### config.mk
export PLATFORM = sky130hd
export DESIGN_NAME = imm_gen
export DESIGN_NICKNAME = d
export VERILOG_FILES = /design/src/rtl/rvseed_pkg.sv /design/src/rtl/imm_gen.sv
export SDC_FILE = /design/constraint.sdc
export NUM_CORES = 1
export LEC_CHECK = 0
export BUFFER_PORTS_ARGS = -buffer_cell sky130_fd_sc_hd__buf_4
export CORE_MARGIN = 5
export CORE_UTILIZATION = 31
export DETAILED_ROUTE_END_ITERATION = 10
export PLACE_DENSITY = 0.81
export SLEW_MARGIN = 20
export SYNTH_ARGS = -nofsm -noshare
export SYNTH_HDL_FRONTEND = slang
export SYNTH_SLANG_ARGS = --single-unit
### constraint.sdc
create_clock -name vclk -period 1.9
set_input_delay 0.38 -clock vclk [all_inputs]
set_output_delay 0.38 -clock vclk [all_outputs]
set_load 0.005 [all_outputs]
### src/rtl/rvseed_pkg.sv
package rvseed_pkg;

    localparam int XLEN           = 64;
    localparam int INST_WIDTH     = 32;
    localparam int REG_ADDR_WIDTH = 5;

    localparam logic [6:0] OP_R      = 7'b0110011;
    localparam logic [6:0] OP_RW     = 7'b0111011;
    localparam logic [6:0] OP_I      = 7'b0010011;
    localparam logic [6:0] OP_IW     = 7'b0011011;
    localparam logic [6:0] OP_LOAD   = 7'b0000011;
    localparam logic [6:0] OP_STORE  = 7'b0100011;
    localparam logic [6:0] OP_BRANCH = 7'b1100011;
    localparam logic [6:0] OP_JAL    = 7'b1101111;
    localparam logic [6:0] OP_JALR   = 7'b1100111;
    localparam logic [6:0] OP_LUI    = 7'b0110111;
    localparam logic [6:0] OP_AUIPC  = 7'b0010111;
    localparam logic [6:0] OP_SYSTEM = 7'b1110011;

    localparam logic [2:0] F3_ADD_SUB = 3'b000;
    localparam logic [2:0] F3_SLL     = 3'b001;
    localparam logic [2:0] F3_SLTU    = 3'b011;
    localparam logic [2:0] F3_SRL     = 3'b101;
    localparam logic [2:0] F3_AND     = 3'b111;
    localparam logic [2:0] F3_LW      = 3'b010;
    localparam logic [2:0] F3_LD      = 3'b011;
    localparam logic [2:0] F3_LBU     = 3'b100;
    localparam logic [2:0] F3_SH      = 3'b001;
    localparam logic [2:0] F3_SD      = 3'b011;
    localparam logic [2:0] F3_BEQ     = 3'b000;
    localparam logic [2:0] F3_BNE     = 3'b001;
    localparam logic [2:0] F3_JALR    = 3'b000;

    localparam logic [6:0] F7_BASE = 7'b0000000;
    localparam logic [6:0] F7_ALT  = 7'b0100000; // sub

    localparam logic [INST_WIDTH-1:0] INST_EBREAK = 32'h0010_0073;

    typedef enum logic [2:0] {ALU_ADD, ALU_SUB, ALU_AND, ALU_SLL, ALU_SRL, ALU_SLTU} alu_op_e;
    typedef enum logic [2:0] {IMM_I, IMM_S, IMM_B, IMM_U, IMM_J} imm_sel_e;
    typedef enum logic [1:0] {SRC_REG, SRC_IMM, SRC_PC_IMM, SRC_PC_FOUR} alu_src_e;
    typedef enum logic [2:0] {WB_ALU, WB_LW, WB_LD, WB_LBU} wb_sel_e;

endpackage

### src/rtl/imm_gen.sv
`timescale 1ns/100ps

module imm_gen
    import rvseed_pkg::*;
(
    input  logic [INST_WIDTH-1:0] inst,
    input  imm_sel_e              imm_sel,
    output logic [XLEN-1:0]       imm
);

    logic sign;

    assign sign = inst[31];

    always_comb begin
        case (imm_sel)
            IMM_I:   imm = {{52{sign}}, inst[31:20]};
            IMM_S:   imm = {{52{sign}}, inst[31:25], inst[11:7]};
            IMM_B:   imm = {{52{sign}}, inst[7], inst[30:25], inst[11:8], 1'b0};
            IMM_U:   imm = {{32{sign}}, inst[31:12], 12'b0};
            IMM_J:   imm = {{44{sign}}, inst[19:12], inst[20], inst[30:21], 1'b0};
            default: imm = '0;
        endcase
    end

endmodule

==> reports/qor.csv <==
metric,value,unit
Total Wirelength,2470,um
Port Buffers,92,
Std-Cell Rows,18,
actual slew at the worst max-slew pin,0.482,ns
Max-slew headroom,67.9,%
Synth Warn #,0,
GRT overflow,0,
Yosys cell types,21,
Detailed Place HPWL,2040,um
leakage power,0.695,nW
"Req. time, crit path",1.52,ns
DRT iter0 DRCs,31,
mux cell area share after synthesis,7.05,%
Total GRT Usage,10.9,%
Final Non-Filler Cells,209,
GRT met3 Usage,1.73,%
VDD IR max,0.140,mV
cells after synthesis,126,
CTS Hold Buffers Added,0,
vias in the first global route,721,
routing usage on met1,12.9,%
Inst Count DP,209,
vias post-DR,967,
Layout area overhead,57.7,%
most frequent cells in the layout,"96 x buf_4, 22 x nand2_1, 17 x a21oi_1",
Hold Path Class,primary input to output port,
share of layout cells above drive strength 1,57.5,%
post-layout util,50.6,%
largest net degree at the start of global routing,34,
Pwr Density,271,mW/mm2
grt peak-use layer,met2,
Startpoint Class,primary input,
Slew Limit Fails,0,
sequential area share after synthesis,0,%
Ant. Diodes,0,
FFs & Latches,0,
full die area,0.00362,mm2
Setup Viol. Count Final,0,
initial antenna violation count,0,
Hold Path Depth,4,
Final period util,91.3,%
met2 Usage GRT,21.1,%
Vias/cell,4.63,
Initial Util,32.1,%
Routed Antenna Nets,0,
total of max-cap violations,0,
post-synthesis instance area,781,um2
Final Hold Viols,0,
"commonest non-fill, non-tap cell in the layout",buf_4,
Syn Area/Cell,6.20,um2
Compound-Gate Fraction of Synth Area,22.3,%
CP endpoint kind,output port,
Synth Area in Adders,1.44,%
first-pass GRT wire length,3230,um
worst-path fanout max,33,
Die Ht,60.2,um
post-layout min period,1.73,ns
core area,0.00243,mm2
# resized after CTS,0,
xor-xnor portion of the synthesized cell area,0,%
WP data arrival,1.35,ns
drt first pass iters,4,
outcome,completed,
CLK BUF,0,
Final nets,216,
wire per inst,11.8,um
# IOs,99,
RD Place Congestion,0.696,
achievable clock frequency,577,MHz
simple-gate area share of the yosys netlist,27.2,%
largest family of logic cells by synthesized area,buffers and inverters,
syn_nets,161,
register area,0,um2
die width,60.2,um
RSZ-0062 raised after global routing,no,
post-CTS setup buffers,0,
# DRC,0,
type of the worst setup path,primary input to output port,
setup TNS,0,ns
## final cells by class
class                           count  area, um2
Tap cell                           30       37.5
Fill cell                         239       1200
Inverter                            5       18.8
Multi-Input combinational cell     78        454
Timing Repair Buffer               96        721
## logic make-up (layout without fill, tap and decap cells)
group,Yosys count,in the layout
multiplexers,5,5
AO/OA/AOI/OAI,31,31
buffers and inverters,48,101
adder cells (fa/ha/maj),1,1
AND/OR/NAND/NOR,41,41
## critical path, cell delays in order
cell,delay (ns)
buf_4,0.15
o21ai_0,0.14
and2_2,0.47
buf_4,0.20
## worst paths after layout
check / start / end
setup / recovery: imm_sel[1] / imm[41]
hold / removal: inst[26] / imm[26]
## stage by stage
stage | cell area (um2) | hold WS [ns] | total power, mW | worst slack, ns
after floorplan | 782 | 0.845 | 0.190 | 0.246
after global placement | 1230 | 1.02 | 0.332 | 0.162
after detailed placement | 1230 | 1.03 | 0.337 | 0.139
after CTS | 1230 | 1.03 | 0.338 | 0.139
after global routing | 1230 | 1.03 | 0.364 | 0.0484
final | 1230 | 1.03 | 0.333 | 0.166
## cell usage after synthesis (all sizes together)
master,count,share of area [%]
and3b,1,1.1
nor2b,7,5.6
and2,2,1.6
clkbuf,4,1.9
o22ai,12,9.6
and2b,2,1.9
inv,5,2.4
mux2i,1,1.3
maj3,1,1.4
nand2,22,11
mux2,4,5.8
nand2b,6,5.8
buf,39,38
nor3,1,0.64
a21oi,17,11
o21ai,1,0.64
o32ai,1,1.1
## metal layers
metal / up-vias / share of wire, %
met5: - / 0
met4: 0 / 0
met3: 0 / 17
met2: 62 / 49
met1: 414 / 34
li1: 491 / -
## report_power, final
part / internal, mW / switching (mW) / total [mW]
Combinational: 0.198 / 0.135 / 0.333
Sequential: 0 / 0 / 0
Clock: 0 / 0 / 0
No activity file was read; power rests on OpenSTA's default activity.
