## src/rtl/rvseed_pkg.sv

```systemverilog
package rvseed_pkg;

    localparam int XLEN           = 64;
    localparam int INST_WIDTH     = 32;
    localparam int REG_ADDR_WIDTH = 5;

    localparam logic [6:0] OP_R      = 7'b0110011;
    localparam logic [6:0] OP_RW     = 7'b0111011;
    localparam logic [6:0] OP_I      = 7'b0010011;
    localparam logic [6:0] OP_IW     = 7'b0011011;
    localparam logic [6:0] OP_LOAD   = 7'b0000011;
    localparam logic [6:0] OP_STORE  = 7'b0100011;
    localparam logic [6:0] OP_BRANCH = 7'b1100011;
    localparam logic [6:0] OP_JAL    = 7'b1101111;
    localparam logic [6:0] OP_JALR   = 7'b1100111;
    localparam logic [6:0] OP_LUI    = 7'b0110111;
    localparam logic [6:0] OP_AUIPC  = 7'b0010111;
    localparam logic [6:0] OP_SYSTEM = 7'b1110011;

    localparam logic [2:0] F3_ADD_SUB = 3'b000;
    localparam logic [2:0] F3_SLL     = 3'b001;
    localparam logic [2:0] F3_SLTU    = 3'b011;
    localparam logic [2:0] F3_SRL     = 3'b101;
    localparam logic [2:0] F3_AND     = 3'b111;
    localparam logic [2:0] F3_LW      = 3'b010;
    localparam logic [2:0] F3_LD      = 3'b011;
    localparam logic [2:0] F3_LBU     = 3'b100;
    localparam logic [2:0] F3_SH      = 3'b001;
    localparam logic [2:0] F3_SD      = 3'b011;
    localparam logic [2:0] F3_BEQ     = 3'b000;
    localparam logic [2:0] F3_BNE     = 3'b001;
    localparam logic [2:0] F3_JALR    = 3'b000;

    localparam logic [6:0] F7_BASE = 7'b0000000;
    localparam logic [6:0] F7_ALT  = 7'b0100000; // sub

    localparam logic [INST_WIDTH-1:0] INST_EBREAK = 32'h0010_0073;

    typedef enum logic [2:0] {ALU_ADD, ALU_SUB, ALU_AND, ALU_SLL, ALU_SRL, ALU_SLTU} alu_op_e;
    typedef enum logic [2:0] {IMM_I, IMM_S, IMM_B, IMM_U, IMM_J} imm_sel_e;
    typedef enum logic [1:0] {SRC_REG, SRC_IMM, SRC_PC_IMM, SRC_PC_FOUR} alu_src_e;
    typedef enum logic [2:0] {WB_ALU, WB_LW, WB_LD, WB_LBU} wb_sel_e;

endpackage

```

## src/rtl/regfile.sv

```systemverilog
`timescale 1ns/100ps

module regfile
    import rvseed_pkg::*;
(
    input  logic                      clk,
    input  logic                      rst_n,
    input  logic                      wen,
    input  logic [REG_ADDR_WIDTH-1:0] waddr,
    input  logic [XLEN-1:0]           wdata,
    input  logic [REG_ADDR_WIDTH-1:0] raddr1,
    input  logic [REG_ADDR_WIDTH-1:0] raddr2,
    output logic [XLEN-1:0]           rdata1,
    output logic [XLEN-1:0]           rdata2
);

    localparam int REG_COUNT = 2 ** REG_ADDR_WIDTH;

    logic [XLEN-1:0] regs [REG_COUNT];

    always_ff @(posedge clk) begin
        if (!rst_n) begin
            for (int i = 0; i < REG_COUNT; i++) regs[i] <= '0;
        end else if (wen && waddr != '0) begin
            regs[waddr] <= wdata;
        end
    end

    assign rdata1 = (raddr1 == '0) ? '0 : regs[raddr1]; // old value on same-cycle write
    assign rdata2 = (raddr2 == '0) ? '0 : regs[raddr2];

    a_x0_zero: assert property (@(posedge clk) disable iff (!rst_n) wen |=> regs[0] == '0);

endmodule

```

## config.mk

```make
export PLATFORM = sky130hd
export DESIGN_NAME = regfile
export DESIGN_NICKNAME = d
export VERILOG_FILES = /design/src/rtl/rvseed_pkg.sv /design/src/rtl/regfile.sv
export SDC_FILE = /design/constraint.sdc
export NUM_CORES = 2
export LEC_CHECK = 0
export ABC_AREA = 1
export BUFFER_PORTS_ARGS = -buffer_cell sky130_fd_sc_hd__buf_2
export CAP_MARGIN = 10
export CELL_PAD_IN_SITES_DETAIL_PLACEMENT = 1
export CELL_PAD_IN_SITES_GLOBAL_PLACEMENT = 1
export CORE_AREA = 2 2 432 541
export CTS_CLUSTER_SIZE = 40
export DETAILED_ROUTE_END_ITERATION = 12
export DIE_AREA = 0 0 434 543
export HOLD_SLACK_MARGIN = 0.03
export PLACE_DENSITY_LB_ADDON = 0.1
export SLEW_MARGIN = 20
export SYNTH_ARGS = -nofsm -noshare
export SYNTH_HDL_FRONTEND = slang
export SYNTH_SLANG_ARGS = --single-unit
```

## constraint.sdc

```tcl
create_clock -name clk -period 5.8 [get_ports clk]
set_clock_uncertainty 0.1 [all_clocks]
set_input_delay 1.16 -clock clk [delete_from_list [all_inputs] [get_ports clk]]
set_output_delay 1.16 -clock clk [all_outputs]
set_load 0.01 [all_outputs]
```

==> results.md <==
* Outcome: complete, no violations
* Most instantiated library cell after synthesis: nand2_1
* Placed Area at 117,000 um^2
* CTS sink cnt at 2,048
* CTS tree: done
* Final WS setup at 340 ps
* Hold_sp: wdata[28]
* Postcts setup bufs at 0
* Die height at 543 um
* Worst hold stages at 3
* CP Data Required Time at 4540 ps
* Worst hold path class: input pin to flop
* CP max FO at 120
* DR vias/cell at 6.58
* Synthesized instance count at 14,600
* Max_cap viols at 0
* Hold Path End: regs[27][28]
* Core Footprint at 230,000 um^2
* RSZ-0062 raised after global routing: false
* Top-area cell type share of the netlist area at 53.7%
* Longest Clk Path Bufs at 4
* Initial DRC Count at 15,900
* Post-Syn Area at 115,000 um^2
* Post-synthesis average cell area at 7.86 um^2
* Final layout net count at 14,200
* Final Setup Violations at 0
* Multi-input logic area at 45,800 um^2
* Fin. Hold Viols at 0
* Post-layout min period at 5460 ps
* Fin Setup TNS at 0 ps
* DRC violations left at 0
* Post-synth ARST share at 0%
* Data arrival, critical path at 4200 ps
* Top cells by area, synth: edfxtp_1 54%, nand2_1 15%, nor2_1 11%
* Cell Pwr Density at 298 nW/um^2
* Largest regs: regs x2048
* Vias in the first global route at 117,000
* Synthesis Warnings at 0
* Area Overhead vs Synth at 8.19%
* Gr usage total at 44.9%
* Number of synthesized flops with an enable pin at 2,048
* Die W at 434 um
* Grt total ovfl at 0
* RePlAce Congestion at 0.889
* First-pass GRT wire length at 773,000 um
* # hold bufs at CTS at 0
* Dpl ws at 596 ps
* CTS root buf: clkbuf_16
* Fillers at 28,000
* Max reg flops at 2,048
* IO Port Bufs at 209
* Reg clk slew, reported paths at 60 ps
* Post-DP HPWL at 290,000 um
* Unique cell type count in the Yosys netlist at 24
* Lkg Pwr at 52.0 nW
* VDD IR max at 0.288 mV
* Tcrit/Tclk final at 94.1%
* Via count at 114,000
* Post-CTS sizing at 0
* Row count at 197
* Total clock buffers created by CTS at 222
* Starting Density at 49.8%
* Pins Over Slew Limit at 0
* WL/cell at 31.2 um
* Antenna violations before repair at 19
* Final ANT Viol Nets at 0
* FF+latch count, synth at 2,048
* Placed cell count at 17,000
* CP Launch Type: input pin
* Design area at 124,000 um^2
* DIE AREA at 236,000 um^2
* Final std cells w/o fill at 17,300
* Relative slew slack at 14.6%
* Drt pass-1 iters at 8
* Crit end category: output pin
* CTS H-Tree Depth at 4
* Reg with most FFs: regs
* Final wirelength at 541,000 um
* Leading area contributor after synthesis: edfxtp_1
* Post-synthesis sequential area ratio at 53.7%
* Largest net degree at the start of global routing at 173
* Main synth FF type: edfxtp_1
* Register area at 61,500 um^2
* F_max at 0.183 GHz
* Ratio of cells with drive above 1 in the final layout at 6.59%
* I/O pin count at 210
* Worst slew pin tran at 1280 ps
* Post-synth top cells: 4,436 x nand2_1, 3,455 x nor2_1, 2,069 x nand3_1
* Setup CP Type: input pin to output pin
## critical path, cell delays in order
cell and delay, ps:
buf_8 210, inv_16 480, buf_4 500, nand2_1 110, nand2_1 80, nand2_1 60, nand3_1 110, nand3_1 120
nand2_1 110, nand2_1 100, nor2_1 740, buf_2 270
## stage by stage
step / power, mW / utilization (%) / hold WS (ps)
CTS: 36.6 / 53.8 / 721
global route: 37.7 / 53.8 / 779
floorplan: 20.8 / - / 1300
global placement: 22.8 / 50.9 / 1670
detailed placement: 23.0 / 50.9 / 1680
finish: 36.9 / 53.8 / 747
## report_power, final
group          internal, mW  leakage [nW]  switching (mW)
logic                  1.32          29.3            4.07
registers              17.1          19.5           0.468
clock network          7.69          3.26            6.22
## layer usage
metal	part of all wire [%]	GRT usage, %	vias to the layer above	wire length, um
li1	-	-	46500	-
met1	34	53.1	56200	183000
met2	45	71.2	8656	243000
met3	12	10.1	2695	67000
met4	8.9	34.5	14	48000
met5	0.017	0	-	92
## layout by cell type, fill, tap and decap left out, types with 33 or more instances in the layout
master / netlist / routed
o21ai_0: 611 / 611
buf_2: 456 / 198
buf_4: 101 / 206
a21oi_1: 128 / 128
nor2_2: 43 / 42
nand2_1: 4436 / 4374
clkinv_1: 3 / 60
edfxtp_1: 2048 / 2048
nand3_1: 2069 / 2069
nand2_4: 0 / 62
o21ai_1: 50 / 50
inv_1: 312 / 287
clkinv_2: 0 / 33
conb_1: 1 / 64
clkbuf_1: 492 / 52
nor2_1: 3455 / 3454
buf_12: 0 / 105
clkbuf_16: 0 / 225
o211ai_1: 100 / 100
## cells by family after synthesis
kind of cell    Yosys count  share of synthesized area, %
simple gates          10000                          35.2
flops                  2048                          53.7
buf+inv                1615                          6.99
compound gates          889                          4.10
other cells               1                       0.00327
## worst max-delay path by stage
stage                          from           to  slack [ps]
final                     raddr2[0]    rdata2[4]         340
after global routing      raddr2[0]    rdata2[4]         320
after CTS                 raddr1[0]   rdata1[13]         560
after detailed placement  raddr1[0]   rdata1[13]         600
after global placement    raddr2[2]   rdata2[37]         610
after floorplan            waddr[4]  regs[10][0]        1810
## cell type report
type,count,share of cell area [%]
sequential,2048,49.6
multi-input combinational,11000,36.9
clock buffer,277,4.70
timing repair buffer,520,3.87
tap,3084,3.11
inverter,328,1.05
clock inverter,103,0.686
antenna,13,0.0262
(Power assumes the default switching activity.)
