===== src/rtl/rvseed_pkg.sv =====
package rvseed_pkg;

    localparam int XLEN           = 64;
    localparam int INST_WIDTH     = 32;
    localparam int REG_ADDR_WIDTH = 5;

    localparam logic [6:0] OP_R      = 7'b0110011;
    localparam logic [6:0] OP_RW     = 7'b0111011;
    localparam logic [6:0] OP_I      = 7'b0010011;
    localparam logic [6:0] OP_IW     = 7'b0011011;
    localparam logic [6:0] OP_LOAD   = 7'b0000011;
    localparam logic [6:0] OP_STORE  = 7'b0100011;
    localparam logic [6:0] OP_BRANCH = 7'b1100011;
    localparam logic [6:0] OP_JAL    = 7'b1101111;
    localparam logic [6:0] OP_JALR   = 7'b1100111;
    localparam logic [6:0] OP_LUI    = 7'b0110111;
    localparam logic [6:0] OP_AUIPC  = 7'b0010111;
    localparam logic [6:0] OP_SYSTEM = 7'b1110011;

    localparam logic [2:0] F3_ADD_SUB = 3'b000;
    localparam logic [2:0] F3_SLL     = 3'b001;
    localparam logic [2:0] F3_SLTU    = 3'b011;
    localparam logic [2:0] F3_SRL     = 3'b101;
    localparam logic [2:0] F3_AND     = 3'b111;
    localparam logic [2:0] F3_LW      = 3'b010;
    localparam logic [2:0] F3_LD      = 3'b011;
    localparam logic [2:0] F3_LBU     = 3'b100;
    localparam logic [2:0] F3_SH      = 3'b001;
    localparam logic [2:0] F3_SD      = 3'b011;
    localparam logic [2:0] F3_BEQ     = 3'b000;
    localparam logic [2:0] F3_BNE     = 3'b001;
    localparam logic [2:0] F3_JALR    = 3'b000;

    localparam logic [6:0] F7_BASE = 7'b0000000;
    localparam logic [6:0] F7_ALT  = 7'b0100000; // sub

    localparam logic [INST_WIDTH-1:0] INST_EBREAK = 32'h0010_0073;

    typedef enum logic [2:0] {ALU_ADD, ALU_SUB, ALU_AND, ALU_SLL, ALU_SRL, ALU_SLTU} alu_op_e;
    typedef enum logic [2:0] {IMM_I, IMM_S, IMM_B, IMM_U, IMM_J} imm_sel_e;
    typedef enum logic [1:0] {SRC_REG, SRC_IMM, SRC_PC_IMM, SRC_PC_FOUR} alu_src_e;
    typedef enum logic [2:0] {WB_ALU, WB_LW, WB_LD, WB_LBU} wb_sel_e;

endpackage


===== src/rtl/alu.sv =====
`timescale 1ns/100ps

module alu
    import rvseed_pkg::*;
(
    input  logic [XLEN-1:0] a,
    input  logic [XLEN-1:0] b,
    input  alu_op_e         alu_op,
    input  logic            word_op,
    output logic [XLEN-1:0] result,
    output logic            zero
);

    logic [5:0]      shamt;
    logic [XLEN-1:0] diff;
    logic [XLEN-1:0] raw;

    assign shamt = word_op ? {1'b0, b[4:0]} : b[5:0];
    assign diff  = a - b;
    assign zero  = (diff == '0);

    always_comb begin
        case (alu_op)
            ALU_ADD:  raw = a + b;
            ALU_SUB:  raw = diff;
            ALU_AND:  raw = a & b;
            ALU_SLL:  raw = a << shamt; // low word is correct for sllw
            ALU_SRL:  raw = word_op ? ({32'b0, a[31:0]} >> shamt) : (a >> shamt);
            ALU_SLTU: raw = {{(XLEN-1){1'b0}}, (a < b)};
            default:  raw = '0;
        endcase
    end

    assign result = word_op ? {{32{raw[31]}}, raw[31:0]} : raw;

    // decoder always resolves to a known op, even on an X instruction
    always_comb begin
        assert final (!$isunknown(alu_op))
            else $error("alu: unknown alu_op");
    end

endmodule


===== config.mk =====
export PLATFORM = sky130hd
export DESIGN_NAME = alu
export DESIGN_NICKNAME = d
export VERILOG_FILES = /design/src/rtl/rvseed_pkg.sv /design/src/rtl/alu.sv
export SDC_FILE = /design/constraint.sdc
export NUM_CORES = 1
export LEC_CHECK = 0
export ABC_AREA = 1
export BUFFER_PORTS_ARGS = -buffer_cell sky130_fd_sc_hd__buf_2
export CAP_MARGIN = 20
export CELL_PAD_IN_SITES_DETAIL_PLACEMENT = 0
export CELL_PAD_IN_SITES_GLOBAL_PLACEMENT = 1
export CORE_UTILIZATION = 40
export DETAILED_ROUTE_END_ITERATION = 8
export GPL_TIMING_DRIVEN = 0
export PLACE_DENSITY_LB_ADDON = 0.2
export REMOVE_ABC_BUFFERS = 1
export SYNTH_ARGS = -nofsm -noshare
export SYNTH_HDL_FRONTEND = slang
export SYNTH_SLANG_ARGS = --single-unit

===== constraint.sdc =====
create_clock -name vclk -period 13.3
set_input_delay 2.66 -clock vclk [all_inputs]
set_output_delay 2.66 -clock vclk [all_outputs]
set_load 0.02 [all_outputs]

==> results.sh <==
export IMPL_endpoint_kind="output pin"
export IMPL_routed_wire_length_per_instance_microns=24.89
export IMPL_place_hpwl_mm=102.4
export IMPL_post_place_ws_ns=3.776
export IMPL_critical_path_peak_fanout=60
export IMPL_post_synth_main_area_contributors="sky130_fd_sc_hd__nand2_1 (29%), sky130_fd_sc_hd__inv_1 (9.9%), sky130_fd_sc_hd__nand3_1 (9.5%), sky130_fd_sc_hd__nor2_1 (8.9%), sky130_fd_sc_hd__ha_1 (8.2%)"
export IMPL_timing_max_cap_violations=0
export IMPL_detailedRoute_firstPassIterationCount=8
export IMPL_cp_start_kind="input pin"
export IMPL_die_width_microns=224.5
export IMPL_area_growth_syn_to_layout_pct=6.057
export IMPL_min_delay_path_class="input pin to output pin"
export IMPL_synthCells=4215
export IMPL_synth_distinct_cells=57
export IMPL_route_detailed_vias_per_inst=5.901
export IMPL_worst_slack_ns=3.858
export IMPL_clock_buffer_count=0
export IMPL_synth_top_cells_by_count="sky130_fd_sc_hd__nand2_1 (1507), sky130_fd_sc_hd__inv_1 (525), sky130_fd_sc_hd__nor2_1 (469), sky130_fd_sc_hd__nand3_1 (375), sky130_fd_sc_hd__o21ai_0 (306)"
export IMPL_place_congestion=1.072
export IMPL_synth_most_common_cell="sky130_fd_sc_hd__nand2_1"
export IMPL_critical_path_arrival_ns=6.78
export IMPL_cpLargestDelayFamily="simple AND/OR/NAND/NOR gates"
export IMPL_drtIter0Drc=3831
export IMPL_finish_net_count=4485
export IMPL_design_seq_count=0
export IMPL_grt_ovfl_total=0
export IMPL_worst_endpoint_required_ns=10.64
export IMPL_layout_min_cycle_time_ns=9.442
export IMPL_outcome="finished, violations left"
export IMPL_antenna_found_initial=4
export IMPL_post_syn_area_per_cell_sq_um=4.700
export IMPL_rsz_0062_raised_after_global_routing="no"
export IMPL_grt_pass1_wl_mm=171.0
export IMPL_synth_top_cell_area_share_pct=28.55
export IMPL_failed_checks="max-slew violations"
export IMPL_via_count_of_the_routed_design=28820
export IMPL_yosysSeqAreaShare_pct=0
export IMPL_drive_gt1_share_pct=6.091
export IMPL_layout_area_seq_sq_um=0
export IMPL_cts_resized=0
export IMPL_routed_wl_mm=121.6
export IMPL_final_core_utilization_pct=43.01
export IMPL_ys_warnings_count=0
export IMPL_timing_setup_tns_ns=0
export IMPL_post_synthesis_instance_area_sq_um=19810
export IMPL_die_h_microns=224.5
export IMPL_critical_path_top_cell_by_count="sky130_fd_sc_hd__nor2_1"
export IMPL_via_count_of_the_first_global_routing_pass=26230
export IMPL_cts_setup_buffers=0
export IMPL_cp_slowest_stage_delay_ns=0.55
export IMPL_path_cells="buf_4, inv_4, ha_1, nand3_1, nor2_1, inv_1, nand3_1, nand2_1, nand3b_1, nor2_1, nor2_1, nand3_1, nor2_1, nand3_1, nor2_1, nand3_1, nor2_1, buf_2"
export IMPL_core_sq_um=48850
export IMPL_critPathKind="input pin to output pin"
export IMPL_gr_usage_all_layers_pct=46.55
export IMPL_io_pin_count=197
export IMPL_num_rows=81
export IMPL_maximum_number_of_pins_on_one_net_before_global_route_repair=93
export IMPL_fin_crit_sh_pct=71.00
export IMPL_critPathSlowestCell="sky130_fd_sc_hd__ha_1"
export IMPL_slew_headroom_pct=-0.2339
export IMPL_cts_hold_repair_buffers=0
export IMPL_antenna_violating_nets_post_route=0
export IMPL_worst_pin_slew_ns=1.504
export IMPL_timing_final_hold_violations=0
export IMPL_timing_max_transition_violations_final=1
export IMPL_critical_path_buf_inv_count=4
export IMPL_synth_area_leader_cell="sky130_fd_sc_hd__nand2_1"
export IMPL_numPortBuffers=197
export IMPL_timing_fmax_mhz=105.9
export IMPL_initial_core_util_pct=40.55
export IMPL_design_die_area_sq_um=50420
export IMPL_final_setup_viol_count=0
export IMPL_drc=0
[final timing paths]
check  start        end  depth (start not counted)
max     b[2]       zero                         18
min     b[5]  result[5]                          5
[cells in the final DEF, fill, tap and decap left out, types with 16 or more instances in the layout]
cell                       instances
sky130_fd_sc_hd__a21oi_1         227
sky130_fd_sc_hd__a31oi_1          16
sky130_fd_sc_hd__buf_2           192
sky130_fd_sc_hd__ha_1            130
sky130_fd_sc_hd__inv_1           525
sky130_fd_sc_hd__mux2i_1          30
sky130_fd_sc_hd__nand2_1        1507
sky130_fd_sc_hd__nand3_1         375
sky130_fd_sc_hd__nand4_1          35
sky130_fd_sc_hd__nor2_1          463
sky130_fd_sc_hd__nor3_1           39
sky130_fd_sc_hd__o211ai_1         55
sky130_fd_sc_hd__o21ai_0         306
sky130_fd_sc_hd__o21ai_1          88
sky130_fd_sc_hd__o21bai_1         25
sky130_fd_sc_hd__or2_2            20
[per-layer routing]
layer,track usage [%],share of wire [%],vias to the layer above,wire length [microns]
li1,-,-,13600,-
met1,61.87,41,13330,50020
met2,71.55,42,1614,50750
met3,9.393,11,278,13890
met4,22.08,5.7,2,6898
met5,0,0.0099,-,12
[stage by stage]
stage	instance area, sq um	instances	hold slack [ns]
6_report	21010	4884	5.990
5_1_grt	21010	4883	5.997
4_1_cts	20980	4882	5.982
3_5_place_dp	20980	4882	5.979
3_3_place_gp	20550	4867	5.981
2_1_floorplan	18740	4006	5.576
[logic make-up after synthesis]
| group | count (synthesis) | share of synthesized area (%) |
|---|---|---|
| buffers and inverters | 743 | 15.53 |
| AOI/OAI and AO/OA | 809 | 22.92 |
| adders and majority gates | 132 | 8.413 |
| xor gates and xnor gates | 11 | 0.4863 |
| and+or+nand+nor | 2490 | 51.13 |
| muxes | 30 | 1.516 |
[cell type report]
type	instances	area (sq um)
antenna	1	2.502
fill	6176	27840
inverter	534	2014
multi-input combinational	3472	16770
tap	664	830.8
timing repair buffer	213	1389
