## config.mk

```make
export PLATFORM = sky130hd
export DESIGN_NAME = ctrl
export DESIGN_NICKNAME = d
export VERILOG_FILES = /design/src/rtl/rvseed_pkg.sv /design/src/rtl/ctrl.sv
export SDC_FILE = /design/constraint.sdc
export NUM_CORES = 1
export LEC_CHECK = 0
export BUFFER_PORTS_ARGS = -buffer_cell sky130_fd_sc_hd__clkbuf_2
export CAP_MARGIN = 20
export CORE_MARGIN = 2
export CORE_UTILIZATION = 43
export DETAILED_ROUTE_END_ITERATION = 7
export PLACE_DENSITY = 0.88
export SETUP_SLACK_MARGIN = 0.1
export SLEW_MARGIN = 20
export SYNTH_ARGS = -nofsm -noshare
export SYNTH_HDL_FRONTEND = slang
export SYNTH_SLANG_ARGS = --single-unit
```

## constraint.sdc

```tcl
create_clock -name vclk -period 4
set_clock_uncertainty 0.2 [all_clocks]
set_input_delay 0 -clock vclk [all_inputs]
set_output_delay 0 -clock vclk [all_outputs]
set_load 0.05 [all_outputs]
```

## src/rtl/rvseed_pkg.sv

```systemverilog
package rvseed_pkg;

    localparam int XLEN           = 64;
    localparam int INST_WIDTH     = 32;
    localparam int REG_ADDR_WIDTH = 5;

    localparam logic [6:0] OP_R      = 7'b0110011;
    localparam logic [6:0] OP_RW     = 7'b0111011;
    localparam logic [6:0] OP_I      = 7'b0010011;
    localparam logic [6:0] OP_IW     = 7'b0011011;
    localparam logic [6:0] OP_LOAD   = 7'b0000011;
    localparam logic [6:0] OP_STORE  = 7'b0100011;
    localparam logic [6:0] OP_BRANCH = 7'b1100011;
    localparam logic [6:0] OP_JAL    = 7'b1101111;
    localparam logic [6:0] OP_JALR   = 7'b1100111;
    localparam logic [6:0] OP_LUI    = 7'b0110111;
    localparam logic [6:0] OP_AUIPC  = 7'b0010111;
    localparam logic [6:0] OP_SYSTEM = 7'b1110011;

    localparam logic [2:0] F3_ADD_SUB = 3'b000;
    localparam logic [2:0] F3_SLL     = 3'b001;
    localparam logic [2:0] F3_SLTU    = 3'b011;
    localparam logic [2:0] F3_SRL     = 3'b101;
    localparam logic [2:0] F3_AND     = 3'b111;
    localparam logic [2:0] F3_LW      = 3'b010;
    localparam logic [2:0] F3_LD      = 3'b011;
    localparam logic [2:0] F3_LBU     = 3'b100;
    localparam logic [2:0] F3_SH      = 3'b001;
    localparam logic [2:0] F3_SD      = 3'b011;
    localparam logic [2:0] F3_BEQ     = 3'b000;
    localparam logic [2:0] F3_BNE     = 3'b001;
    localparam logic [2:0] F3_JALR    = 3'b000;

    localparam logic [6:0] F7_BASE = 7'b0000000;
    localparam logic [6:0] F7_ALT  = 7'b0100000; // sub

    localparam logic [INST_WIDTH-1:0] INST_EBREAK = 32'h0010_0073;

    typedef enum logic [2:0] {ALU_ADD, ALU_SUB, ALU_AND, ALU_SLL, ALU_SRL, ALU_SLTU} alu_op_e;
    typedef enum logic [2:0] {IMM_I, IMM_S, IMM_B, IMM_U, IMM_J} imm_sel_e;
    typedef enum logic [1:0] {SRC_REG, SRC_IMM, SRC_PC_IMM, SRC_PC_FOUR} alu_src_e;
    typedef enum logic [2:0] {WB_ALU, WB_LW, WB_LD, WB_LBU} wb_sel_e;

endpackage

```

## src/rtl/ctrl.sv

```systemverilog
`timescale 1ns/100ps

module ctrl
    import rvseed_pkg::*;
(
    input  logic [INST_WIDTH-1:0]     inst,
    output logic                      reg_wen,
    output logic [REG_ADDR_WIDTH-1:0] reg_waddr,
    output logic [REG_ADDR_WIDTH-1:0] reg1_raddr,
    output logic [REG_ADDR_WIDTH-1:0] reg2_raddr,
    output imm_sel_e                  imm_sel,
    output alu_op_e                   alu_op,
    output alu_src_e                  alu_src,
    output logic                      word_op,
    output logic                      branch,
    output logic                      branch_ne,
    output logic                      jump,
    output logic                      jalr,
    output logic                      mem_wen,
    output logic [7:0]                mem_wmask,
    output wb_sel_e                   wb_sel,
    output logic                      ebreak,
    output logic                      illegal
);

    logic [6:0]                opcode;
    logic [2:0]                funct3;
    logic [6:0]                funct7;
    logic [REG_ADDR_WIDTH-1:0] rd;
    logic [REG_ADDR_WIDTH-1:0] rs1;
    logic [REG_ADDR_WIDTH-1:0] rs2;

    assign opcode = inst[6:0];
    assign rd     = inst[11:7];
    assign funct3 = inst[14:12];
    assign rs1    = inst[19:15];
    assign rs2    = inst[24:20];
    assign funct7 = inst[31:25];

    always_comb begin
        reg_wen    = 1'b0;
        reg_waddr  = '0;
        reg1_raddr = '0; // unused reads go to x0
        reg2_raddr = '0;
        imm_sel    = IMM_I;
        alu_op     = ALU_ADD;
        alu_src    = SRC_REG;
        word_op    = 1'b0;
        branch     = 1'b0;
        branch_ne  = 1'b0;
        jump       = 1'b0;
        jalr       = 1'b0;
        mem_wen    = 1'b0;
        mem_wmask  = 8'h00;
        wb_sel     = WB_ALU;
        ebreak     = 1'b0;
        illegal    = 1'b0;
        case (opcode)
            OP_R, OP_RW: begin
                reg_wen    = 1'b1;
                reg_waddr  = rd;
                reg1_raddr = rs1;
                reg2_raddr = rs2;
                word_op    = (opcode == OP_RW);
                if (funct3 == F3_ADD_SUB && funct7 == F7_BASE) alu_op = ALU_ADD;
                else if (funct3 == F3_ADD_SUB && funct7 == F7_ALT && !word_op) alu_op = ALU_SUB;
                else if (funct3 == F3_AND && funct7 == F7_BASE && !word_op) alu_op = ALU_AND;
                else if (funct3 == F3_SLL && funct7 == F7_BASE && word_op) alu_op = ALU_SLL;
                else illegal = 1'b1;
            end
            OP_I, OP_IW: begin
                reg_wen    = 1'b1;
                reg_waddr  = rd;
                reg1_raddr = rs1;
                alu_src    = SRC_IMM;
                word_op    = (opcode == OP_IW);
                if (funct3 == F3_ADD_SUB) alu_op = ALU_ADD;
                else if (funct3 == F3_AND && !word_op) alu_op = ALU_AND;
                else if (funct3 == F3_SLTU && !word_op) alu_op = ALU_SLTU;
                else if (funct3 == F3_SRL && inst[31:26] == 6'b0 && !word_op) alu_op = ALU_SRL;
                else illegal = 1'b1; // srai lands here
            end
            OP_LOAD: begin
                reg_wen    = 1'b1;
                reg_waddr  = rd;
                reg1_raddr = rs1;
                alu_src    = SRC_IMM;
                case (funct3)
                    F3_LW:   wb_sel = WB_LW;
                    F3_LD:   wb_sel = WB_LD;
                    F3_LBU:  wb_sel = WB_LBU;
                    default: illegal = 1'b1;
                endcase
            end
            OP_STORE: begin
                reg1_raddr = rs1;
                reg2_raddr = rs2;
                imm_sel    = IMM_S;
                alu_src    = SRC_IMM;
                mem_wen    = 1'b1;
                case (funct3)
                    F3_SD:   mem_wmask = 8'hff;
                    F3_SH:   mem_wmask = 8'h03;
                    default: illegal = 1'b1;
                endcase
            end
            OP_BRANCH: begin
                reg1_raddr = rs1;
                reg2_raddr = rs2;
                imm_sel    = IMM_B;
                alu_op     = ALU_SUB; // compare via zero flag
                branch     = 1'b1;
                case (funct3)
                    F3_BEQ:  branch_ne = 1'b0;
                    F3_BNE:  branch_ne = 1'b1;
                    default: illegal = 1'b1;
                endcase
            end
            OP_JAL: begin
                reg_wen   = 1'b1;
                reg_waddr = rd;
                imm_sel   = IMM_J;
                alu_src   = SRC_PC_FOUR; // link value
                jump      = 1'b1;
            end
            OP_JALR: begin
                reg_wen    = 1'b1;
                reg_waddr  = rd;
                reg1_raddr = rs1;
                alu_src    = SRC_PC_FOUR;
                jump       = 1'b1;
                jalr       = 1'b1;
                illegal    = (funct3 != F3_JALR);
            end
            OP_LUI: begin
                reg_wen   = 1'b1;
                reg_waddr = rd;
                imm_sel   = IMM_U;
                alu_src   = SRC_IMM; // x0 + imm
            end
            OP_AUIPC: begin
                reg_wen   = 1'b1;
                reg_waddr = rd;
                imm_sel   = IMM_U;
                alu_src   = SRC_PC_IMM;
            end
            OP_SYSTEM: begin
                ebreak  = (inst == INST_EBREAK);
                illegal = (inst != INST_EBREAK);
            end
            default: illegal = 1'b1;
        endcase
        if (illegal) begin
            reg_wen = 1'b0;
            mem_wen = 1'b0;
            branch  = 1'b0;
            jump    = 1'b0;
        end
        assert (!(reg_wen && mem_wen))
            else $error("ctrl: register and memory write both enabled");
    end

endmodule

```

==> results of run 1 <==
-- report_power, final --
part	internal (mW)	switching (mW)	total (mW)
Sequential	0	0	0
Combinational	0.0303	0.0588	0.0891
Clock	0	0	0
Total	0.0303	0.0588	0.0891
-- logic make-up (layout without fill, tap and decap cells) --
logic type,count (synthesis),count (layout),synth area share
compound gates,26,26,0.2000
buf+inv,19,76,0.1299
xor+xnor,1,1,0.01045
other cells,1,1,0.004473
simple gates,94,94,0.6552
-- cell type report --
cell class,instances,area (sq um)
fillers,168,644.4
inverters,2,7.507
multi-input cells,122,729.5
well taps,25,31.28
repair buffers,74,370.4
-- per-layer routing --
layer | track usage | up-vias
li1 | - | 620
met1 | 0.2857 | 555
met2 | 0.4289 | 90
met3 | 0 | 0
met4 | 0.005405 | 0
met5 | 0 | -
-- stage by stage --
| stage | instances | utilization | total power [mW] | setup slack [ns] |
|---|---|---|---|---|
| after floorplan | 141 | - | 0.06119 | 0.8217 |
| after global placement | 223 | 0.6386 | 0.08551 | 1.532 |
| after detailed placement | 223 | 0.6386 | 0.08778 | 1.523 |
| after CTS | 223 | 0.6386 | 0.08809 | 1.524 |
| after global routing | 223 | 0.6386 | 0.09661 | 1.434 |
| final | 223 | 0.6386 | 0.08909 | 1.519 |
-- worst max-delay path: cells and delay by family --
| family | cells | cell delay (ns) |
|---|---|---|
| simple gates | 3 | 1.61 |
| buf+inv | 2 | 0.41 |
| compound gates | 2 | 0.25 |
-- worst max-delay path by stage --
stage / start / endpoint / slack (ns) / cells past startpoint
floorplan: inst[13] / reg_wen / 0.82 / 5
global placement: inst[13] / illegal / 1.53 / 7
detailed placement: inst[13] / illegal / 1.52 / 7
CTS: inst[13] / illegal / 1.52 / 7
global route: inst[13] / illegal / 1.43 / 7
finish: inst[13] / illegal / 1.52 / 7
-- placed cells by master, fill, tap and decap left out, types with 3 or more instances in the layout --
cell,count
clkbuf_2,74
nor2_1,18
and2_1,17
nand2_1,10
a21oi_1,9
nor4_1,8
nand3_1,5
o21ai_0,5
nor3_1,5
nor2b_1,3
nand4_1,3
or4_1,3
==> summary.md, run 1 <==
| Metric | Value |
|---|---|
| Outcome | completed |
| DIE AREA | 0.002319 sq mm |
| Clock buf count | 0 |
| Least-Margin Pin Slew | 0.5319 ns |
| Largest net degree at the start of global routing | 20 |
| Crit start category | primary input |
| WHS | 0.2351 ns |
| Met2 wire len | 1460 um |
| CP arrival | 2.28 ns |
| Hold Crit Endpoint | reg2_raddr[0] |
| Total congestion overflow | 0 |
| Final Setup Violations | 0 |
| FFs & Latches | 0 |
| Die height | 48.16 um |
| Worst hold path class | in2out |
| Slew HR | 0.6421 |
| Std-Cell Rows | 15 |
| Share of the synthesized area in the top cell type | 0.1269 |
| HP Start | inst[20] |
| Antenna violations before repair | 0 |
| Final wirelength | 2857 um |
| Starting Density | 0.4702 |
| Yosys warning total | 0 |
| Post-synthesis cell count | 141 |
| First-pass GRT wire length | 3850 um |
| CP Class | in2out |
| Final TNS setup | 0 ns |
| Crit-path slowest cell | or4_1 |
| Number of DRC markers in iteration 0 | 57 |
| Hpwl dp | 2445 um |
| # port buffers | 74 |
| Post-CTS Setup Bufs | 0 |
| Antenna cell count | 0 |
| Die width | 48.16 um |
| FMAX | 403.0 MHz |
| Area of the mapped netlist | 838.3 sq um |
| Lkg Pwr | 0.5557 nW |
| Placement Cell Area | 0.001139 sq mm |
| Routability cong. | 0.8970 |
| Sequential fraction of the synthesis area | 0 |
| Hold Path Stages | 3 |
| Hold_buf cts | 0 |
| DRC viols | 0 |
| Most common cell in the netlist | nor2_1 |
| Sequence of cells on the critical path | clkbuf_2 > or4_1 > o21ai_2 > a311oi_1 > or4_4 > or4_4 > clkbuf_2 |
| Core area | 0.001783 sq mm |
| Critical Path RT | 3.80 ns |
| Period utilization | 0.6204 |
| Post_cts resized | 0 |
| Final nets | 232 |
| Setup crit end kind | primary output |
| Final hold vios | 0 |
| Max layer used | met3 |
| Synth top area cells | and2_1 13%, nor2_1 8.1%, buf_4 7.2% |
| Final Max Tran Viols | 0 |
| Max incr delay on CP | 0.56 ns |
| Syn Nets | 173 |
| Area grow syn2layout | 35.82% |
| Design Area, Final | 0.001139 sq mm |
| Post-synthesis area per instance | 5.945 sq um |
| FF+latch area | 0 sq um |
| WL met1 | 1118 um |
| Routed Antenna Nets | 0 |
| Ports | 75 |
| Number of global-route vias before repair | 950 |
| Post-layout min period | 2.481 ns |
| Largest area contributor in the netlist | and2_1 |
| Gr usage total | 0.2211 |
| Worst VDD drop | 0.00003532 V |
| DR vias/cell | 5.673 |
| Max-cap violations | 0 |
| Initial DRT Pass Iterations | 4 |
| RSZ-0062 raised after global routing | false |
| Layout cells sized above 1 | 0.4141 |
| Synth unique cells | 41 |
| Synth cell count leaders | 18 x nor2_1, 17 x and2_1, 10 x nand2_1 |
| DR WL met3 | 278 um |
| Drt wl/cell | 12.81 um |
| Via count | 1265 |
| Power Dens Cells | 78.24 mW/mm^2 |
| Crit path max fanout | 11 |
(Power assumes the default switching activity.)
==> inputs of run 2 (changes only) <==
--- a/config.mk
+++ b/config.mk
@@ -5,12 +5,13 @@
 export SDC_FILE = /design/constraint.sdc
 export NUM_CORES = 1
 export LEC_CHECK = 0
+export ABC_AREA = 1
 export BUFFER_PORTS_ARGS = -buffer_cell sky130_fd_sc_hd__clkbuf_2
 export CAP_MARGIN = 20
 export CORE_MARGIN = 2
-export CORE_UTILIZATION = 43
+export CORE_UTILIZATION = 37
 export DETAILED_ROUTE_END_ITERATION = 7
-export PLACE_DENSITY = 0.88
+export PLACE_DENSITY = 0.79
 export SETUP_SLACK_MARGIN = 0.1
 export SLEW_MARGIN = 20
 export SYNTH_ARGS = -nofsm -noshare
==> constraint.sdc (replaced) <==
create_clock -name vclk -period 2.2
set_clock_uncertainty 0.2 [all_clocks]
set_input_delay 0 -clock vclk [all_inputs]
set_output_delay 0 -clock vclk [all_outputs]
set_load 0.05 [all_outputs]
==> summary.md, run 2 <==
| Metric | Value |
|---|---|
| Met1 Use GR | 0.2357 |
| M3 GR Usage | 0 |
| Largest area contributor in the netlist | nand2_1 |
| First-pass GRT wire length | 3995 um |
| Area grow syn2layout | 40.46% |
| Post-layout min period | 1.616 ns |
| Setup crit end kind | primary output |
| Max incr delay on CP | 0.31 ns |
| Sequential fraction of the synthesis area | 0 |
| Post-place setup slack | 0.6093 ns |
| Area of the mapped netlist | 878.3 sq um |
| RSZ-0062 raised after global routing | false |
| Layout cells sized above 1 | 0.4223 |
| Die width | 52.72 um |
| Yosys warning total | 0 |
| Hpwl dp | 2220 um |
| Hold Path Stages | 4 |
| Std-Cell Rows | 17 |
| Antenna violations before repair | 0 |
| Power Dens Cells | 125.5 mW/mm^2 |
| Starting Density | 0.3933 |
| Share of the synthesized area in the top cell type | 0.1795 |
| Hold Crit Endpoint | reg2_raddr[2] |
| Number of DRC markers in iteration 0 | 22 |
| FMAX | 618.9 MHz |
| Critical Path Start | inst[3] |
| Synth cell count leaders | 42 x nand2_1, 41 x nor2_1, 26 x inv_1 |
| Number of global-route vias before repair | 1038 |
| Most common cell in the netlist | nand2_1 |
| Clock buf count | 0 |
| Antenna cell count | 0 |
| Drt wl/cell | 8.857 um |
| DRC viols | 0 |
| Via count | 1286 |
| FFs & Latches | 0 |
| GR peak layer | met2 |
| Die height | 52.72 um |
| Crit path max fanout | 7 |
| Final Setup Violations | 0 |
| CP Class | in2out |
| Final Max Tran Viols | 0 |
| Sequence of cells on the critical path | clkbuf_2 > inv_2 > nand2_1 > nor2_4 > nand2_2 > nand2_2 > nor2_4 > nand2_2 > nand3_2 > nor3_1 > clkbuf_2 |
| Most common cell on crit path | nand2_2 |
| Final worst slack | 0.5843 ns |
| # port buffers | 74 |
| Lkg Pwr | 0.7756 nW |
| Outcome | completed |
| Most frequent cells in the layout | 74 x clkbuf_2, 42 x nand2_1, 41 x nor2_1 |
| Final TNS setup | 0 ns |
| Post-synthesis area per instance | 4.748 sq um |
| Total congestion overflow | 0 |
| Final hold vios | 0 |
| Hold_buf cts | 0 |
| Critical Path RT | 2.00 ns |
| Routed Antenna Nets | 0 |
| Period utilization | 0.7344 |
| CP delay by family, top | simple AND/OR/NAND/NOR gates |
| FF+latch area | 0 sq um |
| Gr usage total | 0.1794 |
| Crit start category | primary input |
| DR vias/cell | 4.609 |
| Routability cong. | 0.8339 |
| Ports | 75 |
| Core area | 0.002233 sq mm |
| Post_cts resized | 0 |
| Final wirelength | 2471 um |
| Post-synthesis cell count | 185 |
| Synth unique cells | 23 |
| HP Start | inst[22] |
| Commonest non-fill, non-tap cell in the layout | clkbuf_2 |
| Initial DRT Pass Iterations | 4 |
| Post-CTS Setup Bufs | 0 |
| Buf/Inv on CP | 3 |
| Met2 usage | 0.3375 |
| Worst hold path class | in2out |
| Largest net degree at the start of global routing | 9 |
| Final nets | 285 |
| Worst VDD drop | 0.00009610 V |
| Syn Nets | 217 |
| Synth top area cells | nand2_1 18%, nor2_1 18%, inv_1 11% |
| CP arrival | 1.42 ns |
| Crit-path slowest cell | clkbuf_2 |
| Max-cap violations | 0 |
| DIE AREA | 0.002779 sq mm |
-- run 2: changes by cell type after synthesis, sizes merged, moves of 7 or more --
| cell | previous run | this run |
|---|---|---|
| a21oi | 9 | 2 |
| inv | 2 | 31 |
| nand2 | 10 | 52 |
| nand3 | 5 | 14 |
| nor2 | 18 | 52 |
| and2 | 17 | 1 |
-- run 2: worst max-delay path by stage --
| stage | to | slack, ns | cells after the start |
|---|---|---|---|
| floorplan | ebreak | 0.11 | 4 |
| global placement | branch | 0.64 | 11 |
| detailed placement | reg_wen | 0.61 | 11 |
| CTS | reg_wen | 0.60 | 11 |
| global route | reg_wen | 0.45 | 11 |
| finish | reg_wen | 0.58 | 11 |
-- run 2: cell families (layout without fill, tap and decap cells) --
kind of cell	after synthesis	in the layout	share of synthesized area
simple gates	134	134	0.7208
other cells	1	1	0.004269
buf+inv	40	106	0.2065
compound gates	10	10	0.06838
-- run 2: layout make-up --
cell class	count	area (sq um)
inverters	32	121.4
multi-input cells	145	706.9
well taps	28	35.03
repair buffers	74	370.4
fillers	238	999.7
-- run 2: metrics by stage --
step / std cells / hold WS [ns] / total power [mW] / cell area, sq um / util
after floorplan: 185 / -0.01144 / 0.1014 / 888.4 / -
after global placement: 279 / 0.1843 / 0.1539 / 1234 / 0.5524
after detailed placement: 279 / 0.1857 / 0.1547 / 1234 / 0.5524
after CTS: 279 / 0.1864 / 0.1552 / 1234 / 0.5524
after global routing: 279 / 0.2067 / 0.1723 / 1234 / 0.5524
final: 279 / 0.1834 / 0.1548 / 1234 / 0.5524
-- run 2: routing by layer --
metal / vias to the layer above / routed length [um]
li1: 695 / -
met1: 548 / 1105
met2: 43 / 1215
met3: 0 / 150
met4: 0 / 0
met5: - / 0
-- run 2: power breakdown --
group | switching (mW) | leakage [nW] | internal, mW
registers | 0 | 0 | 0
clock network | 0 | 0 | 0
logic | 0.107 | 0.776 | 0.0475
-- run 2: worst min-delay path: stages --
cell	delay (ns)
clkbuf_2	0.09
inv_1	0.04
nor2_1	0.03
clkbuf_2	0.22
==> inputs of run 3 (changes only) <==
--- a/config.mk
+++ b/config.mk
@@ -5,11 +5,11 @@
 export SDC_FILE = /design/constraint.sdc
 export NUM_CORES = 1
 export LEC_CHECK = 0
-export ABC_AREA = 1
+export ABC_AREA = 0
 export BUFFER_PORTS_ARGS = -buffer_cell sky130_fd_sc_hd__clkbuf_2
 export CAP_MARGIN = 20
 export CORE_MARGIN = 2
-export CORE_UTILIZATION = 37
+export CORE_UTILIZATION = 36
 export DETAILED_ROUTE_END_ITERATION = 7
 export PLACE_DENSITY = 0.79
 export SETUP_SLACK_MARGIN = 0.1
==> constraint.sdc (replaced) <==
create_clock -name vclk -period 1.3
set_clock_uncertainty 0.2 [all_clocks]
set_input_delay 0 -clock vclk [all_inputs]
set_output_delay 0 -clock vclk [all_outputs]
set_load 0.05 [all_outputs]
==> summary.md, run 3 <==
| Metric | Value |
|---|---|
| Post-synthesis cell count | 141 |
| Area of the mapped netlist | 838.3 sq um |
| DP Cell Count | 286 |
| Failing step | clock tree synthesis |
| Synth unique cells | 41 |
| Synth cell count leaders | 18 x nor2_1, 17 x and2_1, 10 x nand2_1 |
| Largest area contributor in the netlist | and2_1 |
| Mux contribution to synthesized area | 0 |
| Post-Synth Adder-Cell Area | 0 |
| Std-Cell Rows | 17 |
| Largest family of logic cells by synthesized area | simple AND/OR/NAND/NOR gates |
| Syn Nets | 173 |
| Hpwl dp | 4186 um |
| Synth top area cells | and2_1 13%, nor2_1 8.1%, buf_4 7.2% |
| Share of the synthesized area in the top cell type | 0.1269 |
| Post-Synth Simple-Gate Area | 0.6552 |
| # port buffers | 74 |
| Post_cts resized | 150 |
| Post-CTS Setup Bufs | 21 |
| Die height | 52.26 um |
| Yosys warning total | 0 |
| Outcome | did not finish |
| Routability cong. | 0.8715 |
| Most common cell in the netlist | nor2_1 |
| Ports | 75 |
| Error | [ERROR DPL-0038] Utilization greater than 100%, impossible to legalize |
| Hold_buf cts | 0 |
| Post-synthesis compound-gate area fraction | 0.2000 |
| XOR/XNOR share of the synthesized area | 0.01045 |
| Starting Density | 0.3790 |
| Sequential fraction of the synthesis area | 0 |
| Post-synthesis area per instance | 5.945 sq um |
| Placement Cell Area | 0.002016 sq mm |
| Die width | 52.26 um |
run 3: changes by cell type after synthesis, sizes merged, moves of 3 or more:
cell	delta
nor2b	+3
inv	-29
a21oi	+7
or4	+5
nor2	-34
buf	+3
nand2	-42
clkbuf	+6
nor4	+6
nor3	-3
nand3	-9
and2	+16
run 3: cell families after synthesis:
group | Yosys count
simple gates | 94
xor+xnor | 1
buf+inv | 19
compound gates | 26
other cells | 1
run 3: per-stage QoR:
stage	setup WS [ns]	setup TNS, ns	hold slack, ns
after floorplan	-0.8195	-4.935	-0.02769
after global placement	-0.9861	-14.17	0.2301
after detailed placement	-1.047	-17.12	0.2379
==> inputs of run 4 (changes only) <==
--- a/config.mk
+++ b/config.mk
@@ -8,11 +8,10 @@
 export ABC_AREA = 0
 export BUFFER_PORTS_ARGS = -buffer_cell sky130_fd_sc_hd__clkbuf_2
 export CAP_MARGIN = 20
-export CORE_MARGIN = 2
-export CORE_UTILIZATION = 36
+export CORE_AREA = 2 2 63 65
 export DETAILED_ROUTE_END_ITERATION = 7
-export PLACE_DENSITY = 0.79
-export SETUP_SLACK_MARGIN = 0.1
+export DIE_AREA = 0 0 65 67
+export PLACE_DENSITY_LB_ADDON = 0.15
 export SLEW_MARGIN = 20
 export SYNTH_ARGS = -nofsm -noshare
 export SYNTH_HDL_FRONTEND = slang
==> constraint.sdc (replaced) <==
create_clock -name vclk -period 1.7
set_clock_uncertainty 0.2 [all_clocks]
set_input_delay 0 -clock vclk [all_inputs]
set_output_delay 0 -clock vclk [all_outputs]
set_load 0.05 [all_outputs]
==> summary.md, run 4 (synthesized netlist as in run 1, its figures left out) <==
| Metric | Value |
|---|---|
| Max-cap violations | 0 |
| Final hold vios | 0 |
| Worst VDD drop | 0.00008565 V |
| DIE AREA | 0.004355 sq mm |
| Core area | 0.003606 sq mm |
| Most frequent cells in the layout | 56 x buf_4, 51 x clkbuf_2, 16 x and2_1 |
| Area grow syn2layout | 130.1% |
| DR WL met3 | 270 um |
| Via count | 1440 |
| Routability cong. | 0.8788 |
| Period utilization | 1.329 |
| Ports | 75 |
| Commonest non-fill, non-tap cell in the layout | buf_4 |
| Number of DRC markers in iteration 0 | 30 |
| WHS | 0.1755 ns |
| Final Max Tran Viols | 0 |
| Power Dens Cells | 175.7 mW/mm^2 |
| Final TNS setup | -1.865 ns |
| Crit start category | primary input |
| Final wirelength | 3690 um |
| Antenna violations before repair | 0 |
| Gr usage total | 0.1602 |
| Post-layout min period | 2.259 ns |
| RSZ-0062 raised after global routing | true |
| Crit path max fanout | 2 |
| Routed Antenna Nets | 0 |
| WL met1 | 1611 um |
| Initial DRT Pass Iterations | 4 |
| Layout cells sized above 1 | 0.6310 |
| CP arrival | 2.06 ns |
| CP Capture Point | illegal |
| Starting Density | 0.2325 |
| Largest net degree at the start of global routing | 12 |
| Final Setup Violations | 4 |
| FFs & Latches | 0 |
| HP Start | inst[9] |
| CP Class | in2out |
| Hpwl dp | 2962 um |
| Final worst slack | -0.5593 ns |
| FF+latch area | 0 sq um |
| Tot Pwr | 0.3390 mW |
| Die width | 65 um |
| Critical Path Start | inst[29] |
| Max layer used | met4 |
| Worst hold path class | in2out |
| Number of global-route vias before repair | 1305 |
| Lkg Pwr | 0.8988 nW |
| Outcome | finished with violations |
| Total congestion overflow | 0 |
| Critical Path RT | 1.50 ns |
| Failing checks | setup timing |
| # port buffers | 74 |
| Antenna cell count | 0 |
| DR vias/cell | 4.800 |
| FMAX | 442.6 MHz |
| Clock buf count | 0 |
| Die height | 67 um |
| First-pass GRT wire length | 5727 um |
| DRC viols | 0 |
| Setup crit end kind | primary output |
| Met2 wire len | 1752 um |
| Final nets | 286 |
| Std-Cell Rows | 22 |
| Drt wl/cell | 12.30 um |
==> run 4: worst min-delay path by stage <==
stage | to | cells after the start | slack (ns)
after floorplan | wb_sel[0] | 2 | 0.05
after global placement | reg2_raddr[1] | 3 | 0.23
after detailed placement | reg_waddr[2] | 3 | 0.23
after CTS | reg_waddr[2] | 3 | 0.21
after global routing | reg_waddr[2] | 3 | 0.19
final | reg_waddr[2] | 3 | 0.18
==> run 4: timing repair <==
item                       in CTS  in global routing
cloned                          0                  0
hold buffers                    0                  0
setup endpoints to repair      17                 19
setup buffers                   0                  6
gates resized for setup        24                 43
pin swaps                       3                 14
==> run 4: area by class of cell <==
cell class         count  area [sq um]
fillers              360          1677
repair buffers       128         954.7
multi-input cells    122         907.1
well taps             48         60.06
inverters              2         7.507
==> run 4: critical path: stages <==
cell      delay (ns)
buf_6           0.09
or4b_4          0.54
o21ai_4         0.16
a311oi_2        0.10
or4_4           0.50
or4_4           0.50
buf_8           0.17
==> run 4: power by group <==
group	switching, mW	total, mW	internal [mW]
sequential	0	0	0
clock	0	0	0
combinational	0.177	0.339	0.162
==> run 4: through the flow <==
stage	worst slack (ns)	util	cell area (sq um)	instances
after CTS	-0.5476	0.4941	1782	294
final	-0.5593	0.5350	1929	300
after floorplan	-0.4184	-	943.4	141
after global routing	-0.6228	0.5350	1929	300
after global placement	-0.6013	0.4667	1683	294
after detailed placement	-0.6050	0.4667	1683	294
==> run 4: per-layer routing <==
| metal | GRT usage | vias to the layer above |
|---|---|---|
| met5 | 0 | - |
| met4 | 0.02394 | 0 |
| met3 | 0.02027 | 6 |
| met2 | 0.3041 | 62 |
| met1 | 0.1940 | 635 |
| li1 | - | 737 |
